--- config.mk ---
export PLATFORM = sky130hd
export DESIGN_NAME = mask_merge
export DESIGN_NICKNAME = d
export VERILOG_FILES = /design/src/common/mask_pkg.sv /design/src/hw/mask_gen/mask_merge.sv
export SDC_FILE = /design/constraint.sdc
export NUM_CORES = 1
export LEC_CHECK = 0
export BUFFER_PORTS_ARGS = -buffer_cell sky130_fd_sc_hd__buf_2
export CAP_MARGIN = 30
export CORE_AREA = 2 2 39 41
export DETAILED_ROUTE_END_ITERATION = 7
export DIE_AREA = 0 0 41 43
export HOLD_SLACK_MARGIN = 0.1
export PLACE_DENSITY = 0.48
export SYNTH_ARGS = -nofsm -noshare
export SYNTH_HDL_FRONTEND = slang
export SYNTH_SLANG_ARGS = --single-unit
--- constraint.sdc ---
create_clock -name clk -period 0.85 [get_ports clk]
set_input_delay 0.085 -clock clk [delete_from_list [all_inputs] [get_ports clk]]
set_output_delay 0.085 -clock clk [all_outputs]
set_load 0.01 [all_outputs]
--- src/common/mask_pkg.sv ---
`default_nettype none

package mask_pkg;

	// default widths of the image coordinates and the output pixel.
	localparam int COL_W   = 12;
	localparam int ROW_W   = 12;
	localparam int PIXEL_W = 1;

	// column index or image width.
	typedef logic [COL_W-1:0] col_t;

	// row index or image height.
	typedef logic [ROW_W-1:0] row_t;

	// value written into the output stream for one pixel.
	typedef logic [PIXEL_W-1:0] pixel_t;

	// the scanner waits in SCAN_IDLE for a frame sync.
	// It stays in SCAN_RUN until the last pixel of the frame is issued.
	typedef enum logic [0:0] {
		SCAN_IDLE,
		SCAN_RUN
	} scan_state_t;

endpackage

`default_nettype wire

--- src/hw/mask_gen/mask_merge.sv ---
`timescale 1ns/1ns
`default_nettype none

module mask_merge import mask_pkg::*; #(
	parameter pixel_t ON_VALUE = pixel_t'(1)
)(
	input  wire                      clk,
	input  wire                      resetn,
	input  wire                      col_hit_valid,
	input  wire                      col_hit,
	input  wire                      win_hit_valid,
	input  wire                      win_hit,
	input  wire                      tag_first,
	input  wire                      tag_eol,
	input  wire  [PIXEL_W+1:0]       fifo_rd_data,
	input  wire                      fifo_empty,
	input  wire                      m_tready,
	output logic                     fifo_we,
	output logic [PIXEL_W+1:0]       fifo_wr_data,
	output logic                     fifo_rd,
	output logic                     m_tvalid,
	output pixel_t                   m_tdata,
	output logic                     m_tuser,
	output logic                     m_tlast
);
	// the flags sit in the low bits of a fifo word and the pixel sits above them.
	localparam int FD_SOF  = 0;
	localparam int FD_LAST = 1;
	localparam int FD_DATA = 2;

	pixel_t pix_val;

	assign pix_val = (col_hit && win_hit) ? ON_VALUE : '0;

	always_ff @(posedge clk) begin
		if (!resetn)
			fifo_we <= 1'b0;
		else
			fifo_we <= col_hit_valid && win_hit_valid;
	end

	always_ff @(posedge clk) begin
		if (col_hit_valid)
			fifo_wr_data <= {pix_val, tag_eol, tag_first};
	end

	// refill the output register when it is empty or its beat leaves this cycle.
	assign fifo_rd = (!m_tvalid || m_tready) && !fifo_empty;

	always_ff @(posedge clk) begin
		if (!resetn)
			m_tvalid <= 1'b0;
		else if (fifo_rd)
			m_tvalid <= 1'b1;
		else if (m_tready)
			m_tvalid <= 1'b0;
	end

	always_ff @(posedge clk) begin
		if (fifo_rd) begin
			m_tdata <= fifo_rd_data[FD_DATA +: PIXEL_W];
			m_tuser <= fifo_rd_data[FD_SOF];
			m_tlast <= fifo_rd_data[FD_LAST];
		end
	end

	// both test pipelines have the same fixed latency from the scanner.
	assert property (@(posedge clk) disable iff (!resetn)
		col_hit_valid == win_hit_valid)
		else $error("mask_merge: span and window results out of step");

endmodule

`default_nettype wire

# ---- Word-level counts from Yosys, hierarchy flattened
# Index checks and enable logic that the tools add are counted.
dict set report word_totals {
  register_bits 8
  elab_cells 16
}
dict set report classes {
  muxes 3
  n_reduce_logical 7
}
# operator n
set ops {}
lappend ops {{logical AND 1 bit} 3}
lappend ops {{two-way mux 1 bit} 3}
lappend ops {{logical NOT 1 bit} 2}
lappend ops {{nonzero test 2 bit} 1}
lappend ops {{logical OR 1 bit} 1}

# ---- Logic depth before layout (Yosys ltp)
dict set report depth {
  ltp_word 4
  ltp_mapped 2
  depth_no_buf 2
}

# ---- Worst setup path before layout
# No wires, ideal clock.
dict set report synth_timing {
  kind {register to register}
  from {register m_tvalid}
  to {register m_tdata (enable)}
  setup_time_ns 0.310
  t_arrival_ns 0.616
  required_ns 0.540
  slack_ns -0.076
  stages_incl_launch_ff 3
  path_buffers 0
  cell_sequence {dfxtp_1 -> nand2b_4 -> nor2b_4}
}
dict set report synth_between {
  elab_chain_cells 3
}
# item line_no
set synth_lines {}
lappend synth_lines {{from (decl)} mask_merge.sv:21} ;# output logic m_tvalid,
lappend synth_lines {{from (signal assigned)} mask_merge.sv:52} ;# m_tvalid <= 1'b0;
lappend synth_lines {{from (signal assigned)} mask_merge.sv:54} ;# m_tvalid <= 1'b1;
lappend synth_lines {{from (signal assigned)} mask_merge.sv:56} ;# m_tvalid <= 1'b0;
lappend synth_lines {{logical NOT 1 bit} mask_merge.sv:48} ;# assign fifo_rd = (!m_tvalid || m_tready) && !fifo_empty;
lappend synth_lines {{logical OR 1 bit} mask_merge.sv:48}
lappend synth_lines {{logical AND 1 bit} mask_merge.sv:48}
lappend synth_lines {{named net fifo_rd} mask_merge.sv:20} ;# output logic fifo_rd,
lappend synth_lines {{to (signal assigned)} mask_merge.sv:61} ;# m_tdata <= fifo_rd_data[FD_DATA +: PIXEL_W];
lappend synth_lines {{to (decl)} mask_merge.sv:22} ;# output pixel_t m_tdata,
# The timed path passes the listed nets, and every way through them passes these cells.
# A chain may end at the register's enable or synchronous reset.

# ---- Worst setup path after layout
dict set report layout_timing {
  from {register m_tvalid}
  to {output port fifo_rd}
}
dict set report layout_between {
  elab_chain_cells 3
}
# item line_no
set layout_lines {}
lappend layout_lines {{logical NOT 1 bit} mask_merge.sv:48}
lappend layout_lines {{logical OR 1 bit} mask_merge.sv:48}
lappend layout_lines {{logical AND 1 bit} mask_merge.sv:48}
lappend layout_lines {{to (decl)} mask_merge.sv:20}
# No other way between the ends.

==> results.md <==
* Clock-pin slew on the worst setup and hold paths at 0.05 ns
* Post-synthesis area per instance at 20.89 sq um
* Mapped Nets at 26
* Die height at 43 um
* Power Internal at 693.0 uW
* H-tree levels at 1
* Syn Std Cell Area at 271.5 sq um
* CTS tree: built
* Worst min path class: input pin to flop
* Maximum VDD drop at 435.2 uV
* Fin Hold WS at 0.09382 ns
* Worst Max-Slew Pin Slew at 0.08866 ns
* Clock tree buffer depth at 2
* Yosys cell types at 7
* Switch share at 19.87%
* Initial Utilization at 19.62%
* Slew Limit Fails at 0
* Required time of the critical path at 0.76 ns
* Outcome: finished with violations
* Final count of hold timing violations at 0
* Global Route Usage Sum at 7.919%
* DIE AREA at 1763 sq um
* Crit path launch: m_tvalid
* Period utilization at 115.4%
* # IOs at 22
* Post-Route WL at 585 um
* RD Place Congestion at 0.6376
* Setup Skew at 0.00003730 ns
* Setup ws final at -0.1309 ns
* Sequential Power Share at 52.7%
* Via count at 231
* R2r startpoint: m_tvalid
* Row cnt at 14
* Kind of end point of the critical path: output pin
* EDFF count, synth at 6
* Cell taking the most area after synthesis: edfxtp_1
* Drt pass-1 iters at 2
* Power share of the combinational group at 15.4%
* Synth Warn # at 0
* RSZ-0062 raised after global routing: yes
* Latest clock arrival within the worst-skew pair at 0.25 ns
* Ys async rst share at 0%
* Synth-to-layout area growth at 92.17%
* Most frequent cell after synthesis: edfxtp_1
* #FFs+latches synth at 8
* Max-Slew Margin vs Limit at 94.08%
* Max Cap Viol at 0
* Register area at 221.5 sq um
* DP Wirelength at 452.6 um
* P_sw at 171.9 uW
* Largest net degree at the start of global routing at 5
* Multi-input logic area at 51.30 sq um
* Crit path capture: fifo_rd
* Sequential share of the synthesized area at 81.11%
* Failing checks: negative setup slack
* Port bufs at 21
* Largest cells by area after synthesis: edfxtp_1 66%, dfxtp_1 15%, nand2b_4 5.1%
* Placed Cells at 51
* Leakage power at 0.0002480 uW
* Post-synth top area share at 66.36%
* Final Util at 37.70%
* Setup Crit Path Kind: flop to output pin
* Hold wc startpoint: resetn
* Main synth FF type: edfxtp_1
* Gate Count Post-Synth at 13
* 1st-iter DRT viols at 2
* CP Data Arrival Time at 0.90 ns
* Initial antenna violation count at 0
* Finished Layout Cells at 63
* Worst setup SP type: flop
* First-pass GRT wire length at 903 um
* Setup violations, final at 4
* Layout Nets at 62
* CTS Root Cell: clkbuf_4
* Fmax at 1.019 GHz
* Detail Route Antenna Nets at 0
* Vias in the first global route at 253
* Power Total at 864.9 uW
* GR Overflow Total at 0
* # fillers at 143
* Hold Crit Depth at 2
* Total core area at 1384 sq um
* Residual DRC at 0
* Worst R2R Setup Slack at -0.10 ns
* Reg2Reg Depth at 3
* Routed wire length per instance at 9.286 um
* Commonest cells post-synth: 6 x edfxtp_1, 2 x dfxtp_1
* R2R Path End: m_tuser
* N_diodes at 0
* Clock share of power at 32.0%
* Via density at 3.667
* PD cells at 1658 nW/um^2
* Crit Path Max Fanout at 2
* Crit path time final at 0.9809 ns
* Layout cells sized above 1 at 63.83%
* Clock sinks at 8
* Chip Width at 41 um
* CTS Buf Count at 3
==> what timing repair did <==
| item | CTS | global route |
|---|---|---|
| buffers inserted | 1 | 0 |
| endpoints found under the hold margin | 10 | 0 |
| endpoints found under the setup margin | 4 | 7 |
| resized for setup | 1 | 0 |
| hold buffers | 8 | 0 |
==> state kept, by name, indices dropped and copies added (netlist names) <==
name	count
fifo_we	1
fifo_wr_data	3
m_tdata	1
m_tlast	1
m_tuser	1
m_tvalid	1
==> logic make-up (layout without fill, tap and decap cells) <==
| kind of cell | after synthesis | in the layout | synth area share (%) |
|---|---|---|---|
| flip-flops | 8 | 8 | 81.11 |
| AND/OR/NAND/NOR | 4 | 4 | 14.75 |
| AO/OA/AOI/OAI | 1 | 1 | 4.147 |
| buffers and inverters | 0 | 34 | 0 |
==> cells in the final DEF, fill, tap and decap left out, drive strengths merged <==
cell type,count
a21boi,1
and2,1
and3,1
clkbuf,3
nand2b,1
dfxtp,2
edfxtp,6
dlygate4sd3,8
buf,23
nor2b,1
==> through the flow <==
stage,setup WS (ns),area (sq um),TNS (ns)
2_1_floorplan,-0.04697,272.8,-0.1409
3_3_place_gp,0.02327,405.4,0
3_5_place_dp,-0.0002641,405.4,-0.0007327
4_1_cts,-0.1307,521.8,-0.4298
5_1_grt,-0.1833,521.8,-0.6212
6_report,-0.1309,521.8,-0.4218
==> how the worst min path moves through the flow <==
stage | endpoint | slack, ns
finish | m_tvalid | 0.09
global route | m_tvalid | 0.11
CTS | fifo_we | 0.10
detailed placement | m_tdata | 0.26
global placement | fifo_wr_data[1] | 0.26
floorplan | m_tvalid | 0.16
==> per-layer routing <==
layer | part of all wire (%) | wire length (um) | vias to the layer above | global-route usage [%]
li1 | - | - | 116 | -
met1 | 29 | 172 | 109 | 6.000
met2 | 65 | 383 | 6 | 14.06
met3 | 5.0 | 29 | 0 | 1.571
met4 | 0 | 0 | 0 | 8.000
met5 | 0 | 0 | - | 0
==> power groups by stage <==
| stage | sequential, uW | combinational (uW) | clock (uW) |
|---|---|---|---|
| 2_1_floorplan | 479 | 20.3 | 0 |
| 3_3_place_gp | 463 | 93.6 | 0 |
| 3_5_place_dp | 463 | 96.8 | 0 |
| 4_1_cts | 456 | 135 | 278 |
| 5_1_grt | 457 | 144 | 310 |
| 6_report | 456 | 133 | 276 |
==> worst max-delay path: stages (launching register included) <==
cell and delay, ns:
dfxtp_2 0.33, nand2b_4 0.06, nor2b_4 0.15, buf_6 0.11
==> layout make-up <==
| type | count | share of cell area (%) |
|---|---|---|
| Tap cell | 16 | 3.837 |
| Clock buffer | 3 | 4.317 |
| Multi-Input combinational cell | 5 | 9.832 |
| Timing Repair Buffer | 31 | 39.57 |
| Sequential cell | 8 | 42.45 |
No activity file was read; power rests on OpenSTA's default activity.
