$ cat config.mk
export PLATFORM = sky130hd
export DESIGN_NAME = stream_fifo
export DESIGN_NICKNAME = d
export VERILOG_FILES = /design/src/hw/stream_fifo.sv
export SDC_FILE = /design/constraint.sdc
export NUM_CORES = 1
export LEC_CHECK = 0
export ABC_AREA = 1
export BUFFER_PORTS_ARGS = -buffer_cell sky130_fd_sc_hd__buf_2
export CORE_ASPECT_RATIO = 1.25
export CORE_UTILIZATION = 45
export DETAILED_ROUTE_END_ITERATION = 10
export GPL_ROUTABILITY_DRIVEN = 0
export SETUP_SLACK_MARGIN = 0.3
export SLEW_MARGIN = 10
export SYNTH_ARGS = -nofsm -noshare
export SYNTH_HDL_FRONTEND = slang
export SYNTH_SLANG_ARGS = --single-unit
$ cat constraint.sdc
create_clock -name clk -period 1.9 [get_ports clk]
set_input_delay 0.38 -clock clk [delete_from_list [all_inputs] [get_ports clk]]
set_output_delay 0.38 -clock clk [all_outputs]
set_load 0.05 [all_outputs]
$ cat src/hw/stream_fifo.sv
`timescale 1ns/1ns
`default_nettype none

module stream_fifo #(
	parameter int DATA_W          = 3,
	parameter int FIFO_DEPTH_LOG2 = 3,
	parameter int FIFO_NEAR_FULL  = 4
)(
	input  wire               clk,
	input  wire               resetn,
	input  wire               we,
	input  wire  [DATA_W-1:0] wr_data,
	input  wire               rd,
	output logic [DATA_W-1:0] rd_data,
	output logic              empty,
	output logic              near_full
);
	localparam int DEPTH = 2**FIFO_DEPTH_LOG2;
	localparam logic [FIFO_DEPTH_LOG2:0] NF_LEVEL   = (FIFO_DEPTH_LOG2+1)'(FIFO_NEAR_FULL);
	localparam logic [FIFO_DEPTH_LOG2:0] FULL_LEVEL = (FIFO_DEPTH_LOG2+1)'(DEPTH);

	logic [DATA_W-1:0]        mem [DEPTH];
	logic [FIFO_DEPTH_LOG2-1:0] wr_ptr;
	logic [FIFO_DEPTH_LOG2-1:0] rd_ptr;
	logic [FIFO_DEPTH_LOG2:0]   count;
	logic                       full;

	assign rd_data   = mem[rd_ptr];	// head word is visible before it is popped.
	assign empty     = (count == '0);
	assign full      = (count == FULL_LEVEL);
	assign near_full = (count >= NF_LEVEL);

	always_ff @(posedge clk) begin
		if (we)
			mem[wr_ptr] <= wr_data;
	end

	always_ff @(posedge clk) begin
		if (!resetn) begin
			wr_ptr <= '0;
			rd_ptr <= '0;
			count  <= '0;
		end else begin
			if (we)
				wr_ptr <= wr_ptr + 1'b1;
			if (rd)
				rd_ptr <= rd_ptr + 1'b1;
			case ({we, rd})
			2'b10:   count <= count + 1'b1;
			2'b01:   count <= count - 1'b1;
			default: count <= count;
			endcase
		end
	end

	// the producer stops early enough that the pipeline drains into the free slots.
	assert property (@(posedge clk) disable iff (!resetn)
		!(we && full) && !(rd && empty))
		else $error("stream_fifo: overflow or underflow");

endmodule

`default_nettype wire

# == Word level (Yosys, flattened, before mapping) ==
# Memories as Yosys holds them, arrays and structs flattened. A register that Yosys moved wholly into a read port is not among the register bits.
# Cells that the tools add are included.
# op_classes
add_sub_neg,4
order_cmp,1
eq_ne,2
mux,5
reduce_logical,2
# op_table
cell,count
$pmux 4 s2,1
$add 3x1->3 const B,2
$mux 3,2
$add 4x1->4 const B,1
$ge 4x3->1 const B,1
$logic_not 4->1,1
$sub 4x1->4 const B,1
$eq 2x1->1 const B,1
$eq 2x2->1 const B,1
$mux 1,2
$reduce_bool 2->1,1
# word_totals
ff_bits,10
mem_bits_rw,24
in_bits,7
output_inout_bits,5
elab_cells,18
n_memories,1
# mem_list
memory,words,width,rd,rd_ports_with_merged_regs,write_ports,line,source
mem,8,3,1,1,1,22,logic [DATA_W-1:0] mem [DEPTH];

# == Longest topological paths before layout ==
# Gate-level depths: netlist (run 1).
# logic_depth
word_depth,3
mapped_depth,11
mapped_depth_nobuf,11

# == Worst setup path before layout (run 1) ==
# Ideal clock, no wire load.
# synth_path
kind,register to output
startpoint,register count[2]
endpoint,output empty
t_arrival_ns,1.855
required_time_ns,1.520
slack_ns,-0.335
stages_incl_launch_ff,4
path_buffers,0
path_cell_list,dfxtp_1 > inv_1 > nand2_1 > nor3_1
# synth_via
elab_chain_cells,1
# synth_rtl
item,line,source
start: declaration,25,logic [FIFO_DEPTH_LOG2:0] count;
start signal: assignment,49,2'b10: count <= count + 1'b1;
start signal: assignment,50,2'b01: count <= count - 1'b1;
start signal: assignment,51,default: count <= count;
$logic_not 4->1,29,assign empty = (count == '0);
end: declaration,15,"output logic empty,"
# No other way between the ends.

==> results of run 1 <==
-- flip-flops by register name (all words and copies together) (netlist names), named ones only --
signal / cells
mem: 24
count: 4
wr_ptr: 3
rd_ptr: 3
-- cells by family after synthesis --
group | Yosys count
xor+xnor | 3
fa+ha+maj | 5
flops | 37
buf+inv | 17
compound gates | 31
mux | 3
simple gates | 58
-- worst min-delay path: stages --
cell and delay (ns):
buf_2 0.11, nand2_1 0.07, a21oi_1 0.06
-- power breakdown --
part / internal (mW) / switching [mW] / leakage, nW / total [mW]
combinational: 0.119 / 0.204 / 0.356 / 0.323
clock: 0.254 / 0.253 / 0.0450 / 0.506
sequential: 0.893 / 0.0331 / 0.326 / 0.926
total: 1.27 / 0.489 / 0.727 / 1.76
-- final cells by class --
type	count	area (µm²)
clock buffer	6	72.57
clock inverter	2	10.01
fill	308	1451
inverter	15	58.81
multi-input combinational	100	548.0
sequential	37	983.4
tap	37	46.29
timing repair buffer	14	110.1
-- metrics by stage --
stage | instance area [µm²] | hold slack, ns
after floorplan | 1590 | 0.4700
after global placement | 1690 | 0.4817
after detailed placement | 1690 | 0.4987
after CTS | 1812 | 0.3779
after global routing | 1829 | 0.4133
final | 1829 | 0.3831
-- Yosys cell counts (all sizes together) --
cell type	number
a21oi	9
nand3	4
or2	1
ha	5
inv	15
dfxtp	13
o21ai	19
o22ai	3
xnor2	3
nor2	27
nor3	1
nand2	25
buf	2
edfxtp	24
mux2i	3
-- path summary, 6_finish.rpt --
path,endpoint,slack (ns),cells past startpoint
worst max-delay path,rd_data[2],0.14,6
worst min-delay path,wr_ptr[2],0.38,3
worst max register to register,count[2],0.53,8
worst min register to register,wr_ptr[0],0.50,2
-- metal layers --
layer / wire (µm) / track usage [%] / part of all wire [%]
met5: 0 / 0 / 0
met4: 42 / 7.500 / 1.5
met3: 68 / 5.333 / 2.4
met2: 1546 / 34.94 / 54
met1: 1195 / 18.90 / 42
-- what timing repair did --
item                       4_1_cts  5_1_grt
cloned                           1        0
pin swaps                        0        3
gates resized for setup         13        7
setup endpoints to repair        4        4
==> results.yml, run 1 <==
outcome:
  status: "completed"
place:
  place_inst: 202
  portBuffers: 11
  place_ws_ns: 0.1833
  dpl.hpwl_um: 2123
floorplan:
  die_h_um: 68.18
  start_util_pct: 48.05
  dieArea_um2: 3746
  die-width_um: 54.94
  rows: 23
  coreArea_um2: 3281
  io_pins: 12
drt:
  dr.pass1.iters: 3
  wire_per_inst_um: 13.52
  drt_iter0_drc: 41
  vias_per_cell: 5.052
  drc: 0
  ant_nets: 0
  routed_wirelength_um: 2853
  routed-via-count: 1066
finish:
  final_cell_mix: "nor2_1, nand2_1, edfxtp_1"
  final_util_pct: 55.76
  final_net_count: 185
  drive_gt1_share_pct: 19.54
  antenna_cells: 0
  fin_cells: 211
  area_growth_pct: 16.03
worst_setup_path:
  worstPathArrival_ns: 1.38
  cp-end-kind: "output pin"
  criticalPathCategory: "reg2out"
  slowest_delay_ns: 0.36
  cpMaxStageDelayCell: "dfxtp_2"
  cp_num_buf_inv: 2
  path_delay_family: "flip-flops"
  crit_path_max_fanout: 6
  cp.required_ns: 1.52
  r2r-start: "count[1]"
  critical_path.startpoint_type: "flip-flop"
  path_cells: "clkbuf_4, o21ai_0, o22ai_1, nand2_1, nand2_1, buf_6"
  crit_path_frequent_cell: "nand2_1"
clock_network:
  insertion_delay_ns: 0.28
  cts_buffers: 5
  clock_path_buffers: 2
  root_buffer: "clkbuf_8"
  clk_pin_slew_ns: 0.07
  htreeDepth: 2
  cts_hold_buffers: 0
  cts_tree: "done"
  clock-sinks: 37
  cts_setup_buffers: 0
sta:
  fmax_mhz: 566.6
  timing.final.ws_setup_ns: 0.1351
  tns_ns: 0
  finalClockSkew_ns: 0.004985
  max_slew_margin_pct: 78.36
  tightest_slew_ns: 0.3234
  setup_violations: 0
  finalCriticalPeriod_ns: 1.765
  hold_viol: 0
  rsz0062_at_grt: "true"
  fin_crit_sh_pct: 92.89
  maxSlewViolCount: 0
power:
  vdd.ir_drop.worst_v: 0.0005900
  powerDensity_nw_per_um2: 959.5
  p_leak_nw: 0.7268
  total_power_mw: 1.755
logic_synthesis:
  synth_top_family_by_area: "simple AND/OR/NAND/NOR gates"
  syn_nets: 166
  synth_mux_area_share_pct: 1.905
  synth.largest_area_cell: "edfxtp_1"
  synth_compound_area_share_pct: 10.32
  synth-seq-cells: 37
  ys_warn_count: 0
  synth_fa_ha_area_share_pct: 3.968
  yosys.area.top_type_share_pct: 45.71
  synth_cell_types: 22
  synthSimpleGateAreaFrac_pct: 15.32
  synthCells: 154
  synthTopCellsByArea: "edfxtp_1, dfxtp_1, nand2_1"
  synthXorXnorAreaFrac_pct: 1.667
  seq_area_frac_synth_pct: 62.22
  synth_area_um2: 1577
  syn_area_per_cell_um2: 10.24
global_route:
  antenna_found_initial: 0
  grt_pass1_vias: 1045
  grt_max_degree: 13
  grt_pass1_wl_um: 4733
  grt.total_usage_pct: 18.79
  overflow: 0
job:
  maxCapViolations: 0
worst_hold_path:
  hold_start: "we"
  hold_class: "in2reg"
No activity file was read; power rests on OpenSTA's default activity.
==> inputs of run 2 (changes only) <==
--- a/config.mk
+++ b/config.mk
@@ -7,7 +7,6 @@
 export LEC_CHECK = 0
 export ABC_AREA = 1
 export BUFFER_PORTS_ARGS = -buffer_cell sky130_fd_sc_hd__buf_2
-export CORE_ASPECT_RATIO = 1.25
 export CORE_UTILIZATION = 45
 export DETAILED_ROUTE_END_ITERATION = 10
 export GPL_ROUTABILITY_DRIVEN = 0
==> results.yml, run 2 (synthesis results as in run 1) <==
global_route:
  grt_pass1_wl_um: 4457
  grt.total_usage_pct: 17.22
  grt_max_degree: 13
  overflow: 0
  grt_pass1_vias: 986
  antenna_found_initial: 0
sta:
  timing.final.ws_setup_ns: 0.09233
  setup_violations: 0
  hold_viol: 0
  max_slew_margin_pct: 77.51
  maxSlewViolCount: 0
  whs_ns: 0.3260
  finalClockSkew_ns: 0.006027
  finalCriticalPeriod_ns: 1.808
  tightest_slew_ns: 0.3361
  fmax_mhz: 553.2
  fin_crit_sh_pct: 95.14
  rsz0062_at_grt: "true"
place:
  portBuffers: 11
  dpl.hpwl_um: 1993
  place_inst: 211
  placed_area_um2: 1702
  place_ws_ns: 0.1609
worst_setup_path:
  r2r_cells: 8
  slowest_delay_ns: 0.36
  path_cells: "buf_6, mux2i_1, o22ai_1, nand2_1, nand2_1, buf_6"
  path_delay_family: "flip-flops"
  cp.depth: 6
  cp-end-kind: "output pin"
  cpMaxStageDelayCell: "dfxtp_2"
  worstPathArrival_ns: 1.43
  crit_path_max_fanout: 7
  critical_path.startpoint_type: "flip-flop"
  criticalPathCategory: "reg2out"
  cp_num_buf_inv: 2
  cp.required_ns: 1.52
clock_network:
  cts_setup_buffers: 0
  clock-sinks: 37
  cts_tree: "done"
  insertion_delay_ns: 0.33
  clock_path_buffers: 2
  htreeDepth: 2
  clk_pin_slew_ns: 0.11
  cts_buffers: 5
  root_buffer: "clkbuf_4"
drt:
  wire_per_inst_um: 12.09
  drc: 0
  vias_per_cell: 4.914
  routed-via-count: 1081
  drt_iter0_drc: 43
  ant_nets: 0
  dr.pass1.iters: 4
  routed_wirelength_um: 2659
finish:
  layout_commonest_cell: "nor2_1"
  top_register: "mem"
  final_net_count: 185
  finalInstanceArea_um2: 1817
  fill_cells: 300
  antenna_cells: 0
  area_growth_pct: 15.24
  final_cell_mix: "nor2_1, nand2_1, edfxtp_1"
  drive_gt1_share_pct: 20.69
  reg_top3: "mem x24, count x4"
  largest_register_ffs: 24
  fin_cells: 220
floorplan:
  die-width_um: 61.19
  coreArea_um2: 3337
  die_h_um: 61.19
  start_util_pct: 47.24
  dieArea_um2: 3744
  rows: 21
  io_pins: 12
outcome:
  status: "completed"
power:
  powerDensity_nw_per_um2: 920.4
  vdd.ir_drop.worst_v: 0.0004333
  total_power_mw: 1.672
  p_leak_nw: 0.7200
worst_hold_path:
  hold_depth: 3
  hold_class: "in2reg"
job:
  maxCapViolations: 0
==> run 2: cell count changes in the layout (fill, tap and decap cells not counted), moves of 2 or more <==
cell      previous run  this run
clkbuf_8             5         1
o21ai_0             14        11
clkbuf_4             1         5
dfxtp_1             11         9
o21ai_1              4         7
dfxtp_2              2         4
==> run 2: cell type report <==
cell class / count / area [µm²] / share of cell area, %
Clock inverter: 2 / 13.76 / 0.7576
Inverter: 15 / 61.31 / 3.375
Clock buffer: 6 / 51.30 / 2.824
Timing Repair Buffer: 14 / 106.4 / 5.854
Multi-Input combinational cell: 100 / 540.5 / 29.75
Tap cell: 46 / 57.56 / 3.168
Sequential cell: 37 / 985.9 / 54.27
==> run 2: through the flow <==
step	utilization [%]	setup TNS, ns
after global placement	50.99	0
after detailed placement	50.99	0
after CTS	54.26	0
after global routing	54.44	-0.06142
after floorplan	-	0
final	54.44	0
==> run 2: path summary, 6_finish.rpt <==
check / startpoint / end / slack, ns
setup reg to reg: count[1] / count[2] / 0.52
hold / removal: we / wr_ptr[2] / 0.33
setup / recovery: flip-flop / rd_data[0] / 0.09
hold reg to reg: wr_ptr[0] / wr_ptr[0] / 0.50
==> run 2: what timing repair did <==
action	4_1_cts	5_1_grt
endpoints found under the setup margin	4	4
cloned	1	0
resized for setup	18	5
hold buffers	0	0
pin swaps	1	5
==> run 2: tightest hold or removal path: cells and delay by family <==
kind / cells / cell delay [ns]
buffers and inverters: 1 / 0.11
AO/OA/AOI/OAI: 1 / 0.06
AND/OR/NAND/NOR: 1 / 0.07
==> run 2: metal layers <==
metal	global-route usage [%]	wire length, µm
met5	0	0
met4	11.04	57
met3	4.412	81
met2	26.55	1286
met1	21.54	1234
==> run 2: power breakdown <==
part           leakage (nW)  total, mW  switching (mW)  internal, mW
clock network        0.0382      0.430           0.250         0.180
logic                 0.355      0.317           0.200         0.118
registers             0.327      0.925          0.0320         0.893
total                 0.720       1.67           0.481          1.19
