### config.mk
export PLATFORM = sky130hd
export DESIGN_NAME = raster_scan
export DESIGN_NICKNAME = d
export VERILOG_FILES = /design/src/common/mask_pkg.sv /design/src/hw/mask_gen/raster_scan.sv
export SDC_FILE = /design/constraint.sdc
export NUM_CORES = 1
export LEC_CHECK = 0
export BUFFER_PORTS_ARGS = -buffer_cell sky130_fd_sc_hd__buf_2
export CAP_MARGIN = 20
export CORE_MARGIN = 3
export CORE_UTILIZATION = 23
export DETAILED_ROUTE_END_ITERATION = 7
export PLACE_DENSITY_LB_ADDON = 0.15
export SLEW_MARGIN = 10
export SYNTH_ARGS = -nofsm -noshare
export SYNTH_HDL_FRONTEND = slang
export SYNTH_SLANG_ARGS = --single-unit
### constraint.sdc
create_clock -name clk -period 5.16 [get_ports clk]
set_clock_uncertainty 0.2 [all_clocks]
set_input_delay 0.516 -clock clk [delete_from_list [all_inputs] [get_ports clk]]
set_output_delay 0.516 -clock clk [all_outputs]
set_load 0.005 [all_outputs]
### src/common/mask_pkg.sv
`default_nettype none

package mask_pkg;

	// default widths of the image coordinates and the output pixel.
	localparam int COL_W   = 12;
	localparam int ROW_W   = 12;
	localparam int PIXEL_W = 1;

	// column index or image width.
	typedef logic [COL_W-1:0] col_t;

	// row index or image height.
	typedef logic [ROW_W-1:0] row_t;

	// value written into the output stream for one pixel.
	typedef logic [PIXEL_W-1:0] pixel_t;

	// the scanner waits in SCAN_IDLE for a frame sync.
	// It stays in SCAN_RUN until the last pixel of the frame is issued.
	typedef enum logic [0:0] {
		SCAN_IDLE,
		SCAN_RUN
	} scan_state_t;

endpackage

`default_nettype wire

### src/hw/mask_gen/raster_scan.sv
`timescale 1ns/1ns
`default_nettype none

module raster_scan import mask_pkg::*; (
	input  wire        clk,
	input  wire        resetn,
	input  wire        fsync,
	input  wire col_t  width,
	input  wire row_t  height,
	input  wire        near_full,
	output logic       pix_rd,
	output col_t       pix_col,
	output row_t       pix_row,
	output logic       pix_first,
	output logic       pix_eol
);
	scan_state_t state;
	logic        armed;
	logic        col_last;
	logic        row_last;
	logic        last_pix;

	assign last_pix  = col_last && row_last;
	assign pix_rd    = armed && !near_full;	// one pixel per cycle while the fifo has room.
	assign pix_first = (pix_col == '0) && (pix_row == '0);
	assign pix_eol   = col_last;

	always_ff @(posedge clk) begin
		if (!resetn) begin
			state <= SCAN_IDLE;
			armed <= 1'b0;
		end else begin
			case (state)
			SCAN_IDLE: begin
				if (fsync)
					state <= SCAN_RUN;
			end
			SCAN_RUN: begin
				if (pix_rd && last_pix)
					state <= SCAN_IDLE;
			end
			default: state <= SCAN_IDLE;
			endcase
			// reads start one cycle after the frame is entered.
			armed <= (state == SCAN_RUN) && !(pix_rd && last_pix);
		end
	end

	// the last flags are set one pixel ahead so the wrap needs no compare on the hot path.
	always_ff @(posedge clk) begin
		if (!resetn) begin
			pix_col  <= '0;
			pix_row  <= '0;
			col_last <= 1'b0;
			row_last <= 1'b0;
		end else if (state == SCAN_IDLE && fsync) begin
			pix_col  <= '0;
			pix_row  <= '0;
			col_last <= 1'b0;	// width and height are at least 2.
			row_last <= 1'b0;
		end else if (pix_rd) begin
			if (col_last) begin
				pix_col  <= '0;
				col_last <= 1'b0;
				if (row_last)
					pix_row <= '0;
				else
					pix_row <= pix_row + row_t'(1);
				row_last <= (pix_row == height - row_t'(2));
			end else begin
				pix_col  <= pix_col + col_t'(1);
				col_last <= (pix_col == width - col_t'(2));
			end
		end
	end

	// a new frame may only be started once the previous one has been issued.
	assert property (@(posedge clk) disable iff (!resetn)
		(state == SCAN_RUN) |-> !fsync)
		else $error("raster_scan: fsync while a frame is running");

endmodule

`default_nettype wire

### Word-level counts from Yosys, hierarchy flattened

Cells that the tools add are included.
Widths: inputs -> output; s select.

* bits in registers: 28
* latch bits: 0
* bits in writable memories: 0
* bits in read-only memories: 0
* input bits: 28
* logic and storage cells: 32
* memories: 0

* add/subtract/negate cells: 4
* $mul: 0
* div/mod/pow operators: 0
* order comparisons: 0
* equal/unequal tests: 2
* shift-type cells: 0
* multiplexer cells: 6
* bitwise gates (word level): 2
* reductions and logical operators: 12

Operators with widths (number)
* $add 12x1->12 const B: 2
* $eq 12x12->1: 2
* $logic_not 12->1: 2
* $mux 12: 2
* $sub 12x2->12 const B: 2
* $logic_and 1x1->1: 6
* $mux 1: 3
* $logic_not 1->1: 2
* $not 1->1: 2
* $pmux 1 s2: 1
* $reduce_and 2->1: 1
* $reduce_or 2->1: 1

### Depth between registers and ports, before layout

Gate-level depths: netlist of run 1.

* word-level depth: 5
* mapped depth: 8
* depth with buffers taken out: 8

### Worst setup path after synthesis of run 1

No wires, ideal clock.

* path type: input to register
* from: input port height[1]
* to: register row_last
* library setup time: 0.084 ns
* data arrival time: 1.789 ns
* data required time: 4.876 ns
* path slack: 3.087 ns
* stages on the path: 8
* buffers on the path: 0
* path through: inv_1 > ha_1 > and2b_1 > nor4_1 > a31oi_1 > o32a_1 > o21a_1 > o31ai_2

* word-level cells in the longest chain between the ends: 2

RTL lines
* from (decl): RTL line raster_scan.sv:9 `input wire row_t height,`
* $sub 12x2->12: RTL line raster_scan.sv:69 `row_last <= (pix_row == height - row_t'(2));`
* $eq 12x12->1: RTL line raster_scan.sv:69
* to (signal assigned): RTL line raster_scan.sv:69
* to (decl): RTL line raster_scan.sv:20 `logic row_last;`

No other way between the ends.
A chain may end at the register's enable or synchronous reset.

### Worst setup path in the final report of run 1

* from: register pix_row[0]
* to: output port pix_first

* word-level cells in the longest chain between the ends: 2

RTL lines
* from (decl): RTL line raster_scan.sv:13 `output row_t pix_row,`
* from (signal assigned): RTL line raster_scan.sv:68 `pix_row <= pix_row + row_t'(1);`
* $logic_not 12->1: RTL line raster_scan.sv:25 `assign pix_first = (pix_col == '0) && (pix_row == '0);`
* $logic_and 1x1->1: RTL line raster_scan.sv:25
* to (decl): RTL line raster_scan.sv:14 `output logic pix_first,`

No other way between the ends.

==> impl_metrics.env, run 1 <==
export IMPL_outcome="finished clean"
export IMPL_synthFlopType="dfxtp_1"
export IMPL_tns_ns=0
export IMPL_fin_crit_sh_pct=49.7
export IMPL_fin_nets=339
export IMPL_post_cts_resized=0
export IMPL_synth_edff_count=0
export IMPL_synth_top_cell_area_share_pct=27.3
export IMPL_synth_top_area_cell="dfxtp_1"
export IMPL_p_leak_nw=1.00
export IMPL_antenna_found_initial=0
export IMPL_cts_sinks=28
export IMPL_stdcell_area_sq_um=2460
export IMPL_crit_path_start_kind="flip-flop"
export IMPL_drive_gt1_share_pct=20.4
export IMPL_clkLatencyLatePin_ns=0.28
export IMPL_irDropWorstVdd_mv=0.0843
export IMPL_cts_tree="built"
export IMPL_critPathMaxFanout=5
export IMPL_die_area_sq_um=10100
export IMPL_vias=1923
export IMPL_grt_max_degree=17
export IMPL_io_pins=55
export IMPL_drc=0
export IMPL_cp_arrival_ns=1.85
export IMPL_syn_inst=263
export IMPL_grt_setup_unrepaired="no"
export IMPL_clkSlewWorstSetupHoldPaths_ns=0.10
export IMPL_hold_slack_ns=0.299
export IMPL_tightest_slew_ns=0.745
export IMPL_yosysWarnings=0
export IMPL_port_buffers=54
export IMPL_syn_to_final_growth_pct=19.4
export IMPL_drtIter0Drc=53
export IMPL_syn_avg_cell_area_sq_um=7.82
export IMPL_grt_ovfl_total=0
export IMPL_gp_congestion=0.769
export IMPL_cts_setup_buffers=0
export IMPL_grt_pass1_vias=1885
export IMPL_endpoint_kind="output port"
export IMPL_htreeDepth=1
export IMPL_synth_area_leaders="dfxtp_1 27%, xor2_1 11%, xnor2_1 7.2%"
export IMPL_critical_path_class="flip-flop to output port"
export IMPL_core_area_sq_um=8460
export IMPL_die_h_microns=101
export IMPL_fin_util_pct=29.0
export IMPL_hold_class="flip-flop to flip-flop"
export IMPL_drt_pass1_iterations=6
export IMPL_setup_viol=0
export IMPL_totalWireLength_mm=5.62
export IMPL_slew_violations=0
export IMPL_hpwl_mm=4.52
export IMPL_synth_async_reset_ratio_pct=0
export IMPL_finalPower_w=0.000456
export IMPL_drtAntennaViolNets=0
export IMPL_avgRoutedWirePerCell_microns=13.7
export IMPL_timing_fmax_ghz=0.390
export IMPL_synth_area_sq_um=2060
export IMPL_rows=33
export IMPL_grt_pass1_wl_mm=9.39
export IMPL_yosysSeqAreaShare_pct=27.3
export IMPL_cts_made_buffers=3
export IMPL_max_cap_violations=0
export IMPL_start_util_pct=24.3
export IMPL_grt_util_all_layers_pct=11.5
export IMPL_period_needed_ns=2.57
export IMPL_antenna_cells=0
export IMPL_cts_max_path_buffers=2
export IMPL_cts_hold_buf=0
export IMPL_yosys_register_bits=28
export IMPL_synth_distinct_cells=48
export IMPL_powerDensity_nw_per_um2=186
export IMPL_finalHoldViolations=0
export IMPL_place_area_sq_um=2380
export IMPL_drt_vias_per_instance=4.70
export IMPL_die_x_microns=101
export IMPL_relSlewSlack_pct=50.2
export IMPL_clock_root_buffer="clkbuf_8"
export IMPL_syn_nets=297
export IMPL_cp_data_required_time_ns=4.44
## synth_stat cells, types with 6 or more instances
cell,number
inv_1,11
nor3_1,8
nand4_1,11
xor2_1,26
nand3_1,9
ha_1,6
nand2b_1,6
dfxtp_1,28
nor2_1,25
xnor2_1,17
nor2b_1,6
nand2_1,19
clkbuf_1,11
a21oi_1,12
or3_1,8
## worst paths after layout
kind / startpoint / end / slack [ns] / depth (start not counted)
worst min register to register: state / armed / 0.30 / 1
worst max register to register: armed / pix_col[9] / 2.83 / 5
worst max-delay path: pix_row[0] / pix_first / 2.59 / 6
worst min-delay path: state / armed / 0.30 / 1
## cells by family after synthesis
logic type               Yosys count  synth area share (%)
AND/OR/NAND/NOR                  119                  32.2
XOR/XNOR                          43                  18.3
AO/OA/AOI/OAI                     36                  11.5
buffers and inverters             28                  5.60
flip-flops                        28                  27.3
adder cells (fa/ha/maj)            6                  3.65
multiplexers                       3                  1.46
## critical path: stages (launching register included)
cell,delay (ns)
dfxtp_1,0.37
inv_1,0.11
ha_1,0.18
nor4b_1,0.25
nand4_1,0.12
nor4_1,0.34
buf_2,0.20
## report_power, final
group	internal (W)	switching (W)
registers	0.000218	0.00000122
logic	0.0000268	0.0000347
clock network	0.000104	0.0000714
## cell type report
cell class | count | area (sq um)
Fill cell | 949 | 6010
Multi-Input combinational cell | 207 | 1380
Sequential cell | 28 | 561
Timing Repair Buffer | 54 | 270
Tap cell | 105 | 131
Clock buffer | 3 | 41.3
Inverter | 11 | 41.3
Clock inverter | 1 | 30.0
## state kept, by name, summed over array words and instances (netlist names)
register,cells
pix_row,12
row_last,1
pix_eol,1
armed,1
pix_col,12
state,1
## cell usage in the layout (no fill, tap or decap), types with 2 or more instances in the layout
master,n
inv_1,11
or3_1,8
dfxtp_1,28
and3_1,5
nand2b_1,6
nor2b_1,6
clkbuf_8,3
xnor2_1,17
nand2_1,19
xor2_1,26
o21ai_1,4
nor4b_1,3
or4_1,3
nor2_1,25
nor3_1,8
o21ai_0,3
mux2i_1,3
a31oi_1,2
buf_2,54
a21oi_1,12
ha_1,6
and4_1,2
nand3b_1,2
nor4_1,5
nand4_1,11
nand3_1,9
o31ai_1,3
## through the flow
step	std cells	worst slack (ns)
global placement	405	2.66
CTS	409	2.51
detailed placement	405	2.59
floorplan	263	3.09
global route	409	2.42
finish	409	2.59
## layer usage
metal	vias up	GRT usage, %	routed length [microns]
li1	1004	-	-
met1	892	16.4	2860
met2	25	18.1	2550
met3	2	2.77	197
met4	0	1.55	14
met5	-	0	0
Note: power is estimated with default switching activity, not from simulation.
==> run 2: changes to the inputs <==
- ABC_AREA: unset -> 1
- clock period: 5.16 -> 2.6 ns (I/O delays scaled with it)
==> impl_metrics.env, run 2 <==
export IMPL_cpMaxStageDelayCell="dfxtp_1"
export IMPL_synth_edff_count=0
export IMPL_drtAntennaViolNets=0
export IMPL_synth_async_reset_ratio_pct=0
export IMPL_relSlewSlack_pct=74.5
export IMPL_powerDensity_nw_per_um2=343
export IMPL_setup_viol=0
export IMPL_core_area_sq_um=8980
export IMPL_endpoint_kind="output port"
export IMPL_reg_top3="pix_col x12, pix_row x12"
export IMPL_final_cell_mix="102 x nand2_1, 60 x inv_1, 54 x buf_2"
export IMPL_fin_util_pct=29.9
export IMPL_grt_pass1_vias=2164
export IMPL_hold_class="input port to flip-flop"
export IMPL_irDropWorstVdd_mv=0.230
export IMPL_drt_pass1_iterations=5
export IMPL_max_cap_violations=0
export IMPL_fin_crit_sh_pct=84.4
export IMPL_slew_violations=0
export IMPL_gp_congestion=0.841
export IMPL_syn_to_final_growth_pct=23.1
export IMPL_synthMostInstantiatedCell="nand2_1"
export IMPL_yosysWarnings=0
export IMPL_die_x_microns=103
export IMPL_die_h_microns=103
export IMPL_outcome="finished clean"
export IMPL_clkSlewWorstSetupHoldPaths_ns=0.10
export IMPL_totalWireLength_mm=6.18
export IMPL_yosys_register_bits=28
export IMPL_drtIter0Drc=99
export IMPL_tightest_slew_ns=0.379
export IMPL_grt_max_degree=17
export IMPL_die_area_sq_um=10700
export IMPL_cts_hold_buf=0
export IMPL_placedCellCount=543
export IMPL_netlist_top_cells_count="102 x nand2_1, 60 x inv_1, 48 x nor2_1"
export IMPL_synth_distinct_cells=28
export IMPL_critPathMaxFanout=5
export IMPL_cp_slowest_stage_delay_ns=0.37
export IMPL_grt_setup_unrepaired="no"
export IMPL_antenna_cells=0
export IMPL_avgRoutedWirePerCell_microns=11.3
export IMPL_final_cells=547
export IMPL_antenna_found_initial=0
export IMPL_synth_top_area_cell="dfxtp_1"
export IMPL_path_cells="inv_1 -> ha_1 -> nand4_1 -> nor2_1 -> nand3_1 -> nor4_1 -> buf_2"
export IMPL_synth_area_leaders="dfxtp_1 26%, nand2_1 18%, inv_1 10%"
export IMPL_fin_nets=456
export IMPL_port_buffers=54
export IMPL_clkLatencyLatePin_ns=0.28
export IMPL_finalHoldViolations=0
export IMPL_critical_path_class="flip-flop to output port"
export IMPL_rows=34
export IMPL_crit_path_start_kind="flip-flop"
export IMPL_drc=0
export IMPL_synthFlopType="dfxtp_1"
export IMPL_syn_nets=397
export IMPL_cts_made_buffers=3
export IMPL_drive_gt1_share_pct=17.3
export IMPL_grt_pass1_wl_mm=10.4
export IMPL_cp_data_required_time_ns=2.14
export IMPL_yosysSeqAreaShare_pct=25.7
export IMPL_drt_vias_per_instance=4.28
export IMPL_post_cts_resized=0
export IMPL_vias=2340
export IMPL_final_common_cell="nand2_1"
export IMPL_hpwl_mm=5.16
export IMPL_synth_area_sq_um=2180
export IMPL_cts_sinks=28
export IMPL_synth_top_cell_area_share_pct=25.7
export IMPL_cts_max_path_buffers=2
export IMPL_tns_ns=0
export IMPL_syn_avg_cell_area_sq_um=6.01
export IMPL_p_leak_nw=1.35
export IMPL_cts_tree="built"
export IMPL_n_fill_cell=1026
export IMPL_clock_root_buffer="clkbuf_8"
export IMPL_grt_ovfl_total=0
export IMPL_grt_util_all_layers_pct=11.9
export IMPL_cts_setup_buffers=0
export IMPL_syn_inst=363
export IMPL_io_pins=55
export IMPL_start_util_pct=24.3
export IMPL_period_needed_ns=2.19
export IMPL_cp_arrival_ns=1.73
export IMPL_htreeDepth=1
export IMPL_timing_fmax_ghz=0.456
-- run 2: cell count changes after synthesis, sizes merged, moves of 5 or more --
cell / change
buf: -5
o21ai: +12
nand2: +85
nor2: +26
a21oi: +8
clkbuf: -11
xnor2: -11
xor2: -14
or3: -8
nor2b: -6
nand2b: -6
inv: +50
nand3: +14
-- run 2: power breakdown --
part | internal [W] | leakage, nW | total, W | switching [W]
Combinational | 0.0000553 | 1.09 | 0.000140 | 0.0000846
Sequential | 0.000432 | 0.226 | 0.000433 | 0.00000193
Clock | 0.000206 | 0.0357 | 0.000348 | 0.000142
Total | 0.000693 | 1.35 | 0.000921 | 0.000228
-- run 2: final timing paths --
kind | from | endpoint | slack [ns] | cells after the start
worst min-delay path | resetn | armed | 0.02 | 3
worst min register to register | row_last | row_last | 0.28 | 2
worst max register to register | pix_row[0] | pix_row[10] | 0.76 | 8
worst max-delay path | pix_col[1] | pix_first | 0.41 | 7
-- run 2: per-layer routing --
layer / up-vias / routed length (microns) / global-route usage (%)
met1: 1027 / 3110 / 17.0
met4: 0 / 46 / 1.39
met5: - / 0 / 0
met2: 47 / 2760 / 19.3
met3: 4 / 270 / 2.35
li1: 1262 / - / -
-- run 2: layout make-up --
cell class                      count  area [sq um]  area share, %
Multi-Input combinational cell    273          1390           51.7
Sequential cell                    28           561           20.9
Timing Repair Buffer               55           278           10.3
Inverter                           61           229           8.53
Tap cell                          126           158           5.87
Clock buffer                        3          41.3           1.54
Clock inverter                      1          30.0           1.12
-- run 2: stage by stage --
stage | setup slack, ns | cell area (sq um) | total power, W | hold WS, ns
floorplan | 0.977 | 2180 | 0.000529 | 0.205
global placement | 0.695 | 2610 | 0.000585 | 0.265
detailed placement | 0.681 | 2610 | 0.000584 | 0.270
CTS | 0.356 | 2680 | 0.000939 | 0.0148
global route | 0.275 | 2680 | 0.000981 | 0.0317
finish | 0.406 | 2680 | 0.000921 | 0.0210
-- run 2: worst max-delay path, delay by kind of cell (launching register included) --
kind          cells  cell delay [ns]
buf+inv           2             0.32
simple gates      4             0.61
fa+ha+maj         1             0.18
flops             1             0.37
-- run 2: cells by family (layout without fill, tap and decap cells) --
logic type / Yosys count / in the layout / synth area share (%)
AND/OR/NAND/NOR: 205 / 205 / 42.3
buffers and inverters: 62 / 120 / 10.7
AO/OA/AOI/OAI: 44 / 44 / 10.7
flip-flops: 28 / 28 / 25.7
XOR/XNOR: 18 / 18 / 7.23
adder cells (fa/ha/maj): 6 / 6 / 3.44
==> run 3: changes to the inputs <==
- clock period: 2.6 -> 2.1 ns (I/O delays scaled with it)
==> impl_metrics.env, run 3 (synthesized netlist as in run 2, its figures left out) <==
export IMPL_core_area_sq_um=8980
export IMPL_grt_max_degree=16
export IMPL_outcome="finished clean"
export IMPL_cp_data_required_time_ns=1.69
export IMPL_drt_pass1_iterations=4
export IMPL_top_layer="met4"
export IMPL_final_cells=556
export IMPL_totalWireLength_mm=6.36
export IMPL_irDropWorstVdd_mv=0.309
export IMPL_start_util_pct=24.3
export IMPL_die_x_microns=103
export IMPL_tns_ns=0
export IMPL_clkSlewWorstSetupHoldPaths_ns=0.10
export IMPL_dr_wl_met2_mm=2.78
export IMPL_grt_setup_unrepaired="yes"
export IMPL_fin_nets=465
export IMPL_grt_ovfl_total=0
export IMPL_drive_gt1_share_pct=21.2
export IMPL_max_cap_violations=0
export IMPL_die_h_microns=103
export IMPL_grt_pass1_wl_mm=10.3
export IMPL_rr_startpoint="pix_col[0]"
export IMPL_critical_path_class="flip-flop to output port"
export IMPL_grt_pass1_vias=2087
export IMPL_cts_max_path_buffers=2
export IMPL_final_common_cell="nand2_1"
export IMPL_rows=34
export IMPL_fin_crit_sh_pct=93.8
export IMPL_antenna_cells=0
export IMPL_startpoint="pix_col[1]"
export IMPL_finalPower_w=0.00106
export IMPL_clkLatencyLatePin_ns=0.27
export IMPL_timing_fmax_ghz=0.508
export IMPL_cts_tree="built"
export IMPL_crit_path_start_kind="flip-flop"
export IMPL_tightest_slew_ns=0.383
export IMPL_drtIter0Drc=92
export IMPL_placedCellCount=546
export IMPL_detailroute_wirelength_met3_microns=221
export IMPL_vias=2364
export IMPL_period_needed_ns=1.97
export IMPL_wl_met1_mm=3.34
export IMPL_min_from="near_full"
export IMPL_syn_to_final_growth_pct=26.9
export IMPL_p_leak_nw=1.39
export IMPL_ff2ff_setup_slack_ns=0.22
export IMPL_clock_root_buffer="clkbuf_8"
export IMPL_hpwl_mm=5.23
export IMPL_drtAntennaViolNets=0
export IMPL_hold_class="input port to flip-flop"
export IMPL_antenna_found_initial=0
export IMPL_avgRoutedWirePerCell_microns=11.4
export IMPL_die_area_sq_um=10700
export IMPL_gp_congestion=0.809
export IMPL_critPathMaxFanout=5
export IMPL_reg_top3="pix_col x12, pix_row x12"
export IMPL_io_pins=55
export IMPL_cts_made_buffers=3
export IMPL_final_cell_mix="102 x nand2_1, 56 x inv_1, 54 x buf_2"
export IMPL_cp_arrival_ns=1.56
export IMPL_cts_sinks=28
export IMPL_htreeDepth=1
export IMPL_port_buffers=54
export IMPL_grt_util_all_layers_pct=12.0
export IMPL_powerDensity_nw_per_um2=382
export IMPL_setup_viol=0
export IMPL_drt_vias_per_instance=4.25
export IMPL_hold_slack_ns=0.0518
export IMPL_finalHoldViolations=0
export IMPL_drc=0
export IMPL_endpoint_kind="output port"
export IMPL_slew_violations=0
export IMPL_relSlewSlack_pct=74.3
run 3: cell count changes in the layout (fill, tap and decap cells not counted), moves of 2 or more:
cell	previous run	this run
buf_4	1	8
dfxtp_1	28	24
dfxtp_4	0	4
dlygate4sd3_1	0	2
inv_1	60	56
inv_2	1	5
run 3: routing by layer:
layer  global-route usage [%]  vias up
li1                         -     1282
met1                     18.3     1050
met2                     18.4       30
met3                     1.95        2
met4                    0.896        0
met5                        0        -
run 3: cell type report:
type,count,area [sq um]
Inverter,61,229
Fill cell,1039,6210
Timing Repair Buffer,64,350
Clock buffer,4,55.1
Tap cell,126,158
Sequential cell,28,576
Multi-Input combinational cell,273,1400
run 3: power breakdown:
part | switching (W) | internal, W | total (W)
clock | 0.000174 | 0.000168 | 0.000342
combinational | 0.000110 | 0.0000732 | 0.000183
sequential | 0.00000234 | 0.000530 | 0.000532
total | 0.000286 | 0.000771 | 0.00106
run 3: path summary, 6_finish.rpt:
kind	endpoint	cells after the start
hold reg to reg	row_last	2
setup reg to reg	pix_col[10]	8
setup / recovery	pix_first	7
hold / removal	pix_col[0]	4
run 3: through the flow:
stage               worst slack [ns]  utilization, %  cell area [sq um]
detailed placement             0.220            29.4               2640
finish                         0.130            30.8               2770
floorplan                      0.477               -               2180
global route                -0.00147            30.8               2770
CTS                          0.00567            30.6               2750
global placement               0.234            29.4               2640
run 3: repair_timing:
item                                    CTS  global route
pin swaps                                 2             3
setup buffers                             2             2
gates resized for setup                  11             4
hold endpoints to repair                  2             0
hold buffers                              2             0
endpoints found under the setup margin    1             2
run 3: worst max-delay path, stage by stage (launching register included):
cell and delay [ns]:
dfxtp_4 0.38, inv_2 0.07, ha_1 0.15, nand4_1 0.10, nor2_1 0.13, nand3_1 0.10
nor4_2 0.20, buf_2 0.17
